<file path="src/logic/debug_unit_pkg.sv">
package debug_unit_pkg;

    // UART and instruction geometry
    localparam int byte_w         = 8;                    // One UART character
    localparam int word_w         = 32;                   // Instruction and address width
    localparam int bytes_per_word = word_w / byte_w;      // Four bytes sent MSB first
    localparam int addr_stride    = 4;                    // Byte addressed instruction memory

    // Program loading stops on this word, which is itself written
    localparam logic [word_w-1:0] halt_word = '1;

    // One-hot host command bytes
    localparam logic [byte_w-1:0] cmd_load      = 8'h01;  // Start program loading
    localparam logic [byte_w-1:0] cmd_debug     = 8'h02;  // Enter step-by-step mode
    localparam logic [byte_w-1:0] cmd_run       = 8'h04;  // Continuous run
    localparam logic [byte_w-1:0] cmd_step      = 8'h08;  // One step in debug mode
    localparam logic [byte_w-1:0] cmd_end_debug = 8'h10;  // Final dump then back to idle

    // Pipeline latch section widths
    localparam int id_ex_w   = 144;
    localparam int ex_mem_w  = 32;
    localparam int mem_wb_w  = 40;
    localparam int control_w = 24;

    // Pipeline snapshot with the control word on top and ID/EX at the bottom
    typedef struct packed {
        logic [control_w-1:0] control;                    // Control unit outputs
        logic [mem_wb_w-1:0]  mem_wb;                     // MEM/WB latch
        logic [ex_mem_w-1:0]  ex_mem;                     // EX/MEM latch
        logic [id_ex_w-1:0]   id_ex;                      // ID/EX latch goes out first
    } cpu_snapshot_t;

    // Whole snapshot goes out as bytes
    localparam int dump_bytes = $bits(cpu_snapshot_t) / byte_w;

    // Byte index over a dump
    typedef logic [$clog2(dump_bytes + 1)-1:0] dump_cnt_t;

    // Modes of the debug unit controller
    typedef enum logic [2:0] {
        mode_idle,                                        // Waiting for a command
        mode_loading,                                     // Bytes go to the instruction loader
        mode_running,                                     // Free run until program end
        mode_debugging,                                   // Waiting for step or end-debug
        mode_dumping                                      // Snapshot going out over UART
    } mode_t;

endpackage
</file>
<file path="src/logic/debug_unit_top.sv">
module debug_unit_top import debug_unit_pkg::*; (
    input  logic                clk,
    input  logic                i_rst_n,

    // UART receiver side
    input  logic [byte_w-1:0]   i_rx_data,
    input  logic                i_rx_done,              // Strobe marking a valid i_rx_data

    // UART transmitter side
    input  logic                i_tx_done,              // Strobe at the end of a byte
    output logic                o_tx_start,
    output logic [byte_w-1:0]   o_tx_data,

    // Processor side
    input  logic                i_prog_end,             // High once the program has finished
    input  cpu_snapshot_t       i_snapshot,
    output logic [word_w-1:0]   o_instr,
    output logic [word_w-1:0]   o_instr_addr,
    output logic                o_instr_valid,          // Write strobe for instruction memory
    output logic                o_start,
    output logic                o_step
);

    logic load_en;                                      // Loader owns the receive stream
    logic halt_seen;
    logic dump_req;
    logic dump_done;

    debug_control u_control (
        .clk         (clk),
        .i_rst_n     (i_rst_n),
        .i_rx_data   (i_rx_data),
        .i_rx_done   (i_rx_done),
        .i_prog_end  (i_prog_end),
        .i_halt_seen (halt_seen),
        .i_dump_done (dump_done),
        .o_load_en   (load_en),
        .o_dump_req  (dump_req),
        .o_start     (o_start),
        .o_step      (o_step)
    );

    instr_loader u_loader (
        .clk           (clk),
        .i_rst_n       (i_rst_n),
        .i_load_en     (load_en),
        .i_rx_data     (i_rx_data),
        .i_rx_done     (i_rx_done),
        .o_instr       (o_instr),
        .o_instr_addr  (o_instr_addr),
        .o_instr_valid (o_instr_valid),
        .o_halt_seen   (halt_seen)
    );

    state_dumper u_dumper (
        .clk         (clk),
        .i_rst_n     (i_rst_n),
        .i_dump_req  (dump_req),
        .i_snapshot  (i_snapshot),
        .i_tx_done   (i_tx_done),
        .o_tx_start  (o_tx_start),
        .o_tx_data   (o_tx_data),
        .o_dump_done (dump_done)
    );

endmodule

</file>
<file path="src/logic/debug_control.sv">
module debug_control import debug_unit_pkg::*; (
    input  logic                clk,
    input  logic                i_rst_n,
    input  logic [byte_w-1:0]   i_rx_data,
    input  logic                i_rx_done,
    input  logic                i_prog_end,
    input  logic                i_halt_seen,            // Loader saw the halt word
    input  logic                i_dump_done,            // Last snapshot byte sent
    output logic                o_load_en,
    output logic                o_dump_req,
    output logic                o_start,
    output logic                o_step
);

    mode_t mode_q, mode_d;
    logic  ret_debug_q, ret_debug_d;                    // Dump returns to debugging
    logic  start_q, start_d;
    logic  step_q, step_d;
    logic  dump_req_q, dump_req_d;

    always_ff @(posedge clk or negedge i_rst_n) begin
        if (!i_rst_n) begin
            mode_q      <= mode_idle;
            ret_debug_q <= 1'b0;
            start_q     <= 1'b0;
            step_q      <= 1'b0;
            dump_req_q  <= 1'b0;
        end else begin
            mode_q      <= mode_d;
            ret_debug_q <= ret_debug_d;
            start_q     <= start_d;
            step_q      <= step_d;
            dump_req_q  <= dump_req_d;
        end
    end

    always_comb begin
        mode_d      = mode_q;
        ret_debug_d = ret_debug_q;
        start_d     = start_q;
        step_d      = step_q;
        dump_req_d  = 1'b0;                             // Request is a single-cycle pulse

        case (mode_q)
            mode_idle: begin
                if (i_rx_done) begin
                    case (i_rx_data)
                        cmd_load: begin
                            mode_d = mode_loading;
                        end
                        cmd_debug: begin
                            mode_d  = mode_debugging;
                            start_d = 1'b1;             // Held for the whole session
                        end
                        cmd_run: begin
                            mode_d  = mode_running;
                            start_d = 1'b1;
                            step_d  = 1'b1;             // Step every cycle
                        end
                        default: begin
                            mode_d = mode_idle;         // Unknown byte ignored
                        end
                    endcase
                end
            end

            mode_loading: begin
                if (i_halt_seen) begin
                    mode_d = mode_idle;
                end
            end

            mode_running: begin
                if (i_prog_end) begin
                    step_d      = 1'b0;
                    dump_req_d  = 1'b1;
                    ret_debug_d = 1'b0;
                    mode_d      = mode_dumping;
                end
            end

            mode_debugging: begin
                // The step pulse is out this cycle, so the dump follows now
                if (step_q) begin
                    step_d      = 1'b0;
                    dump_req_d  = 1'b1;
                    ret_debug_d = 1'b1;
                    mode_d      = mode_dumping;
                end else if (i_rx_done) begin
                    case (i_rx_data)
                        cmd_step: begin
                            step_d = 1'b1;
                        end
                        cmd_end_debug: begin
                            dump_req_d  = 1'b1;
                            ret_debug_d = 1'b0;
                            mode_d      = mode_dumping;
                        end
                        default: begin
                            mode_d = mode_debugging;    // Unknown byte ignored
                        end
                    endcase
                end
            end

            mode_dumping: begin
                if (i_dump_done) begin
                    if (ret_debug_q) begin
                        mode_d = mode_debugging;
                    end else begin
                        mode_d  = mode_idle;
                        start_d = 1'b0;                 // Run or session is over
                    end
                end
            end

            default: begin
                mode_d = mode_idle;
            end
        endcase
    end

    assign o_load_en  = (mode_q == mode_loading);
    assign o_dump_req = dump_req_q;
    assign o_start    = start_q;
    assign o_step     = step_q;

endmodule

</file>
<file path="src/logic/state_dumper.sv">
module state_dumper import debug_unit_pkg::*; (
    input  logic                clk,
    input  logic                i_rst_n,
    input  logic                i_dump_req,             // Pulse to capture and start sending
    input  cpu_snapshot_t       i_snapshot,
    input  logic                i_tx_done,              // Transmitter finished a byte
    output logic                o_tx_start,
    output logic [byte_w-1:0]   o_tx_data,
    output logic                o_dump_done
);

    cpu_snapshot_t snap_q;                              // Frozen copy for one dump
    dump_cnt_t     idx_q;                               // Byte being sent
    logic          busy_q;
    logic          tx_start_q;
    logic          done_q;
    logic          last_byte;

    assign last_byte = (idx_q == dump_cnt_t'(dump_bytes - 1));

    // Capture on a request only
    always_ff @(posedge clk) begin
        if (i_dump_req) begin
            snap_q <= i_snapshot;
        end
    end

    always_ff @(posedge clk or negedge i_rst_n) begin
        if (!i_rst_n) begin
            idx_q      <= '0;
            busy_q     <= 1'b0;
            tx_start_q <= 1'b0;
            done_q     <= 1'b0;
        end else begin
            tx_start_q <= 1'b0;
            done_q     <= 1'b0;
            if (i_dump_req) begin
                idx_q      <= '0;
                busy_q     <= 1'b1;
                tx_start_q <= 1'b1;                     // First byte right away
            end else if (busy_q && i_tx_done) begin
                if (last_byte) begin
                    busy_q <= 1'b0;
                    done_q <= 1'b1;
                end else begin
                    idx_q      <= idx_q + 1'b1;
                    tx_start_q <= 1'b1;
                end
            end
        end
    end

    // LSB of the snapshot goes out first
    assign o_tx_data   = snap_q[idx_q * byte_w +: byte_w];
    assign o_tx_start  = tx_start_q;
    assign o_dump_done = done_q;

endmodule

</file>
<file path="src/logic/instr_loader.sv">
module instr_loader import debug_unit_pkg::*; (
    input  logic                clk,
    input  logic                i_rst_n,
    input  logic                i_load_en,              // High while in loading mode
    input  logic [byte_w-1:0]   i_rx_data,
    input  logic                i_rx_done,
    output logic [word_w-1:0]   o_instr,
    output logic [word_w-1:0]   o_instr_addr,
    output logic                o_instr_valid,
    output logic                o_halt_seen
);

    logic [word_w-1:0]                  word_q;         // Assembly register
    logic [word_w-1:0]                  addr_q;
    logic [$clog2(bytes_per_word)-1:0]  byte_cnt;
    logic                               valid_q;
    logic                               halt_q;
    logic [word_w-1:0]                  next_word;
    logic                               last_byte;

    // New byte enters at the bottom and earlier bytes move up
    assign next_word = {word_q[word_w-byte_w-1:0], i_rx_data};
    assign last_byte = (int'(byte_cnt) == bytes_per_word - 1);

    // Bytes shift in only while loading
    always_ff @(posedge clk) begin
        if (i_load_en && i_rx_done) begin
            word_q <= next_word;
        end
    end

    always_ff @(posedge clk or negedge i_rst_n) begin
        if (!i_rst_n) begin
            byte_cnt <= '0;
            valid_q  <= 1'b0;
            halt_q   <= 1'b0;
        end else begin
            valid_q <= 1'b0;
            halt_q  <= 1'b0;
            if (!i_load_en) begin
                byte_cnt <= '0;                         // Fresh word on every load
            end else if (i_rx_done) begin
                byte_cnt <= byte_cnt + 1'b1;            // Wraps after the fourth byte
                if (last_byte) begin
                    valid_q <= 1'b1;
                    halt_q  <= (next_word == halt_word);
                end
            end
        end
    end

    // Address of the word being presented steps after each write
    always_ff @(posedge clk or negedge i_rst_n) begin
        if (!i_rst_n) begin
            addr_q <= '0;
        end else if (!i_load_en) begin
            addr_q <= '0;
        end else if (valid_q) begin
            addr_q <= addr_q + word_w'(addr_stride);
        end
    end

    assign o_instr       = word_q;
    assign o_instr_addr  = addr_q;
    assign o_instr_valid = valid_q;
    assign o_halt_seen   = halt_q;

endmodule

</file>
<file path="config.mk">
export PLATFORM = sky130hd
export DESIGN_NAME = debug_unit_top
export DESIGN_NICKNAME = d
export VERILOG_FILES = /design/src/logic/debug_unit_pkg.sv /design/src/logic/debug_unit_top.sv /design/src/logic/debug_control.sv /design/src/logic/state_dumper.sv /design/src/logic/instr_loader.sv
export SDC_FILE = /design/constraint.sdc
export NUM_CORES = 1
export LEC_CHECK = 0
export ABC_AREA = 1
export BUFFER_PORTS_ARGS = -buffer_cell sky130_fd_sc_hd__buf_2
export CAP_MARGIN = 30
export CORE_AREA = 2 2 218 220
export DETAILED_ROUTE_END_ITERATION = 7
export DIE_AREA = 0 0 220 222
export PLACE_DENSITY = 0.54
export SETUP_SLACK_MARGIN = 0.4
export SLEW_MARGIN = 10
export SYNTH_ARGS = -nofsm -noshare
export SYNTH_HDL_FRONTEND = slang
export SYNTH_SLANG_ARGS = --single-unit
</file>
<file path="constraint.sdc">
create_clock -name clk -period 13 [get_ports clk]
set_input_delay 1.3 -clock clk [delete_from_list [all_inputs] [get_ports clk]]
set_output_delay 1.3 -clock clk [all_outputs]
set_load 0.05 [all_outputs]
</file>
==> Word-level counts from Yosys, hierarchy flattened <==
Cells that the tools add are included.
{ "word_totals": {"reg_bits": 323, "inputBits": 253, "elab_cells": 115} }
{ "classes": {"n_addsub": 3, "eq_ne": 25, "n_shift": 1, "muxes": 53, "n_reduce_logical": 15} }
{ "op_table": {"columns": ["op", "count"], "rows": [
  ["$shiftx A240 B9 Y8", 1],
  ["$mux W32", 2],
  ["$add A32 B3 Y32 const B", 1],
  ["$eq A32 B32 Y1 const B", 1],
  ["$mux W1", 32],
  ["$mux W3", 6],
  ["$ne A2 B2 Y1 const B", 9],
  ["$mux W5", 3],
  ["$pmux W3 S5", 1],
  ["$eq A8 B1 Y1 const B", 1],
  ["$eq A8 B2 Y1 const B", 1],
  ["$eq A8 B3 Y1 const B", 1],
  ["$eq A8 B4 Y1 const B", 1],
  ["$eq A8 B5 Y1 const B", 1],
  ["$reduce_and A4 Y1", 2],
  ["$reduce_bool A2 Y1", 4],
  ["$eq A3 B2 Y1 const B", 2],
  ["$mux W2", 3],
  ["$ne A3 B2 Y1 const B", 2],
  ["$pmux W1 S2", 3],
  ["$pmux W2 S3", 1],
  ["$pmux W3 S2", 1],
  ["$reduce_and A6 Y1", 1],
  ["$add A5 B1 Y5 const B", 1],
  ["14 further kinds", 16]
]} }

==> Logic depth before layout (Yosys ltp) <==
{ "depth": {"ltp_word": 5, "mapped_depth": 12} }

==> Cells and area by module <==
Synthesis repeated with hierarchy kept, for this count alone.
{ "hier_totals": {"hier_cells": 1513, "area_unflattened_um2": 14605.3} }
{ "by_module_without_submodules": {"columns": ["mod", "n_inst", "cells_per_inst", "area_each_um2", "seq_area_each_um2"], "rows": [
  ["state_dumper", 1, 1061, 10811.6, 7407.1],
  ["instr_loader", 1, 341, 3199.3, 1811.7],
  ["debug_control", 1, 111, 594.3, 175.2]
]} }

==> Worst setup path after synthesis <==
OpenSTA, ideal clock, no wires.
{ "synth_timing": {"kind": "register to register", "start": "register u_control.dump_req_q (netlist: u_control.o_dump_req)", "end": "register u_dumper.idx_q[1]", "arrival_time_ns": 6.589, "setup_slack_ns": 6.036, "path_stages_with_launch": 6, "period_less_slack_ns": 6.964, "cell_sequence": "dfrtp_1 inv_1 o21ai_2 inv_1 nand2_1 o31ai_1"} }
{ "synth_between": {"elab_chain_cells": 2, "word_cells_on_any_way": 4, "classes_between": "1 x eq/ne; 1 x mux; 2 x reduce/logical"} }
{ "synth_lines": {"columns": ["element", "line", "rtl"], "rows": [
  ["start, declared", "debug_control.sv:19", "logic dump_req_q, dump_req_d;"],
  ["start signal, assigned", "debug_control.sv:33", "dump_req_q <= dump_req_d;"],
  ["$ne A2 B2 Y1 (no line) or $reduce_bool A2 Y1 (tied branches)", null, null],
  ["$reduce_and A2 Y1 (no line)", null, null],
  ["end signal, assigned", "state_dumper.sv:46", "idx_q <= idx_q + 1'b1;"],
  ["end, declared", "state_dumper.sv:13", "dump_cnt_t idx_q;"]
]} }
Parallel ways exist; a longest one is shown, timed or not.
A chain may end at the register's enable or synchronous reset.

==> Worst setup path in the final report <==
{ "layout_timing": {"start": "register u_dumper.idx_q[0]", "end": "output o_tx_data[4]"} }
{ "layout_between": {"elab_chain_cells": 1} }
{ "layout_lines": {"columns": ["element", "line", "rtl"], "rows": [
  ["$shiftx A240 B9 Y8", "state_dumper.sv:54", "assign o_tx_data = snap_q[idx_q * byte_w +: byte_w];"],
  ["end, declared", "debug_unit_top.sv:12", "output logic [byte_w-1:0] o_tx_data,"]
]} }
Every way passes these cells.

==> impl_metrics.prom <==
# TYPE chip_impl_metric gauge
chip_impl_metric{name="ys_seq_area_share",unit="%"} 67.9
chip_impl_info{name="gr-max-usage-layer",value="met2"} 1
chip_impl_info{name="hold_path_class",value="reg2reg"} 1
chip_impl_info{name="crit_path_frequent_cell",value="nand2_1"} 1
chip_impl_metric{name="power_density",unit="mW/mm^2"} 213
chip_impl_metric{name="hold_viol",unit=""} 0
chip_impl_metric{name="clock_skew",unit="ps"} 14.2
chip_impl_metric{name="fp.dieH",unit="um"} 222
chip_impl_metric{name="post_synth_xor_area_fraction",unit="%"} 0
chip_impl_metric{name="total_die_area",unit="sq mm"} 0.0488
chip_impl_metric{name="max_slew_margin",unit="%"} 39.7
chip_impl_metric{name="via_total_after_detailed_routing",unit=""} 10600
chip_impl_metric{name="grt_start_max_net_pins",unit=""} 90
chip_impl_metric{name="layout_min_cycle_time",unit="ps"} 4810
chip_impl_metric{name="grt.total_usage",unit="%"} 16.7
chip_impl_metric{name="drt_wl_total",unit="um"} 41200
chip_impl_metric{name="post_synth_num_cell_types",unit=""} 31
chip_impl_metric{name="num_io_pins",unit=""} 329
chip_impl_metric{name="synth-async-reset-ratio",unit="%"} 15.3
chip_impl_metric{name="relative_area_change_from_synthesis_to_final_layout",unit="%"} 27.0
chip_impl_metric{name="grt.met3_usage",unit="%"} 3.48
chip_impl_metric{name="grt_antenna_before_repair",unit=""} 7
chip_impl_metric{name="cap_violations",unit=""} 0
chip_impl_metric{name="crit_path_max_fanout",unit=""} 83
chip_impl_metric{name="syn_inst",unit=""} 1395
chip_impl_metric{name="ir_worst_vdd",unit="V"} 0.000180
chip_impl_metric{name="crit_arrival",unit="ps"} 3510
chip_impl_metric{name="hold-worst-slack",unit="ps"} 471
chip_impl_metric{name="worst-endpoint-required",unit="ps"} 11700
chip_impl_metric{name="synthMuxAreaShare",unit="%"} 0
chip_impl_info{name="combinational_family_with_the_most_area_after_synthesis",value="simple AND/OR/NAND/NOR gates"} 1
chip_impl_metric{name="row_count",unit=""} 79
chip_impl_info{name="post-synth-top-area-cell",value="edfxtp_1"} 1
chip_impl_metric{name="met1_usage",unit="%"} 21.4
chip_impl_metric{name="worst_path_largest_cell_delay",unit="ps"} 770
chip_impl_info{name="rsz0062_at_grt",value="no"} 1
chip_impl_metric{name="placement.io_buffers",unit=""} 326
chip_impl_metric{name="drt-initial-drc-count",unit=""} 770
chip_impl_metric{name="synth_top_cell_area_share",unit="%"} 59.0
chip_impl_metric{name="dpl_worst_slack",unit="ps"} 8680
chip_impl_info{name="timing.setup.critical_path_class",value="reg2out"} 1
chip_impl_metric{name="cts.path.max_buffers",unit=""} 3
chip_impl_info{name="critPathTopFamily",value="buffers and inverters"} 1
chip_impl_metric{name="dr.pass1.iters",unit=""} 5
chip_impl_metric{name="synth_area",unit="sq mm"} 0.0138
chip_impl_metric{name="post_synth_edffs",unit=""} 272
chip_impl_metric{name="global_route.overflow_total",unit=""} 0
chip_impl_info{name="crit_path_end_kind",value="output port"} 1
chip_impl_metric{name="layout_net_count",unit=""} 1985
chip_impl_metric{name="routed_wire_length_per_instance",unit="um"} 17.4
chip_impl_metric{name="setup-violations-final",unit=""} 0
chip_impl_metric{name="clock_tree.htree_level_count",unit=""} 2
chip_impl_metric{name="placer_s_final_routability_congestion_estimate",unit=""} 0.855
chip_impl_metric{name="cts_sinks",unit=""} 321
chip_impl_metric{name="numCtsBuffers",unit=""} 39
chip_impl_metric{name="clkTransAtPathRegs",unit="ps"} 60
chip_impl_metric{name="dpl-instance-area",unit="sq mm"} 0.0161
chip_impl_metric{name="critical_path_buf_inv_count",unit=""} 5
chip_impl_metric{name="synthSimpleGateAreaFrac",unit="%"} 24.3
chip_impl_metric{name="post_synth_fa_ha_maj_area_fraction",unit="%"} 0.362
chip_impl_metric{name="layout-drive-gt1-share",unit="%"} 23.8
chip_impl_info{name="synth_most_common_cell",value="nand2_1"} 1
chip_impl_info{name="run_status",value="finished, final reports clean"} 1
chip_impl_metric{name="vias_in_the_first_global_route",unit=""} 10600
chip_impl_metric{name="wire_length_of_the_first_global_routing_pass",unit="um"} 61200
chip_impl_metric{name="postLayoutCellArea",unit="sq mm"} 0.0176
chip_impl_info{name="critical-path-slowest-cell",value="buf_4"} 1
chip_impl_metric{name="yosys_warnings",unit=""} 0
chip_impl_metric{name="drt.antenna.violating_nets",unit=""} 0
chip_impl_metric{name="synthesis.area_per_instance",unit="sq um"} 9.92
chip_impl_metric{name="initial_utilization",unit="%"} 29.9
chip_impl_metric{name="holdBufCountCts",unit=""} 0
chip_impl_metric{name="min_period_over_period",unit="%"} 37.0
chip_impl_metric{name="ys_ff_latch",unit=""} 321
chip_impl_metric{name="setup_tns",unit="ps"} 0
chip_impl_info{name="clock_tree.root_cell",value="clkbuf_16"} 1
chip_impl_metric{name="cts_repair_resize_count",unit=""} 0
chip_impl_metric{name="cts_post_setup_buffers_inserted",unit=""} 0
chip_impl_metric{name="clock_latency",unit="ps"} 560
chip_impl_metric{name="transition_at_the_pin_with_the_smallest_max_transition_slack",unit="ps"} 904
chip_impl_metric{name="leakage_power",unit="nW"} 7.78
chip_impl_metric{name="drc_errors",unit=""} 0
chip_impl_metric{name="final.setup.worst_slack",unit="ps"} 8190
chip_impl_info{name="worstPathCellList",value="inv_4 > buf_4 > nand2_1 > nand2_1 > nand2_1 > nand2_1 > nor2_1 > nand2_1 > inv_1 > nand2_1 > nand2_1 > inv_1 > buf_2"} 1
chip_impl_metric{name="pnr_total_power",unit="mW"} 3.74
chip_impl_metric{name="timing_max_transition_violations_final",unit=""} 0
chip_impl_info{name="tritoncts_clock_tree",value="done"} 1
chip_impl_metric{name="dp.final_hpwl",unit="um"} 29700
chip_impl_info{name="synth_ff_type",value="edfxtp_1"} 1
chip_impl_metric{name="die_w",unit="um"} 220
chip_impl_metric{name="compound_cell_area_share_of_the_yosys_netlist",unit="%"} 2.29
chip_impl_metric{name="groute.layer.met2.usage",unit="%"} 27.1
chip_impl_info{name="kind_of_start_point_of_the_critical_path",value="register"} 1
chip_impl_metric{name="detail_route.vias_per_cell",unit=""} 4.49
chip_impl_info{name="netlist_top_cells_count",value="nand2_1, edfxtp_1, inv_1, nand3_1, nor2_1"} 1
chip_impl_metric{name="core_region_area",unit="sq mm"} 0.0463
chip_impl_info{name="synth_area_leaders",value="edfxtp_1, nand2_1, dfrtp_1"} 1
chip_impl_metric{name="fmaxAchievable",unit="MHz"} 208
[area by class of cell]
cell class / instances / area [sq um]
multi-input combinational: 902 / 3740
timing repair buffer: 340 / 1810
clock buffer: 44 / 1020
clock inverter: 27 / 360
tap: 607 / 759
antenna: 4 / 10.0
inverter: 124 / 468
fill: 4624 / 28700
sequential: 321 / 9400
[worst reg2reg max path, delay by kind of cell, from the launching register on]
family | cells | cell delay [ps]
AOI/OAI and AO/OA | 2 | 450
adders and majority gates | 1 | 320
buffers and inverters | 3 | 1190
DFF | 1 | 330
and+or+nand+nor | 4 | 320
[cell families (layout without fill, tap and decap cells)]
family | Yosys count | after routing
buffers and inverters | 173 | 535
adders and majority gates | 4 | 4
and+or+nand+nor | 838 | 838
DFF | 321 | 321
other | 1 | 6
AOI/OAI and AO/OA | 58 | 58
[metal layers]
layer / part of all wire [%] / vias to the layer above / wire length [um]
li1: - / 5239 / -
met2: 47 / 350 / 19400
met5: 0.090 / - / 37
met1: 43 / 4978 / 17700
met3: 6.2 / 70 / 2530
met4: 3.6 / 6 / 1480
[power breakdown]
group          internal, mW  switching (mW)
clock                 0.725           0.439
sequential             1.28          0.0818
combinational         0.314           0.905
[state kept, by name, indices dropped and copies added (netlist names), 2 cells and up]
signal and flops:
u_dumper.snap_q 240, u_loader.o_instr 32, u_loader.o_instr_addr 30, u_dumper.idx_q 5
u_control.mode_q 3, u_loader.byte_cnt 2
[path summary, 6_finish.rpt]
check                                    startpoint                        to  slack [ps]  depth (start not counted)
worst max-delay path              u_dumper.idx_q[0]              o_tx_data[4]        8190                         13
worst min-delay path            u_loader.o_instr[7]      u_loader.o_instr[15]         470                          0
worst max register to register    u_dumper.idx_q[1]         u_dumper.idx_q[3]       10320                         10
worst min register to register  u_loader.o_instr[7]      u_loader.o_instr[15]         470                          0
max in group asynchronous                   i_rst_n         u_dumper.idx_q[0]       11630                          2
min in group asynchronous                   i_rst_n  u_loader.o_instr_addr[8]         870                          2
[stage by stage]
step / instances / util, %
after floorplan: 1396 / -
after global placement: 2290 / 34.8
after detailed placement: 2292 / 34.9
after CTS: 2363 / 37.8
after global routing: 2368 / 38.0
final: 2369 / 38.0
[placed cells by master, fill, tap and decap left out, types with 2 or more instances in the layout]
master	n
o21ai_1	5
nand4_1	11
dfrtp_4	2
conb_1	2
buf_16	3
inv_2	4
edfxtp_1	272
buf_2	326
clkinv_1	8
nand2_1	595
o21ai_0	15
inv_6	3
a21oi_1	30
a2bb2oi_1	2
nor2_1	96
nand3b_1	5
ha_1	4
dfrtp_1	46
clkbuf_16	40
nor3_1	8
clkinvlp_4	2
nand3_1	114
diode_2	4
bufinv_16	8
clkbuf_1	4
clkinv_2	7
inv_1	116
nor2_2	6
buf_4	10
(Power assumes the default switching activity.)
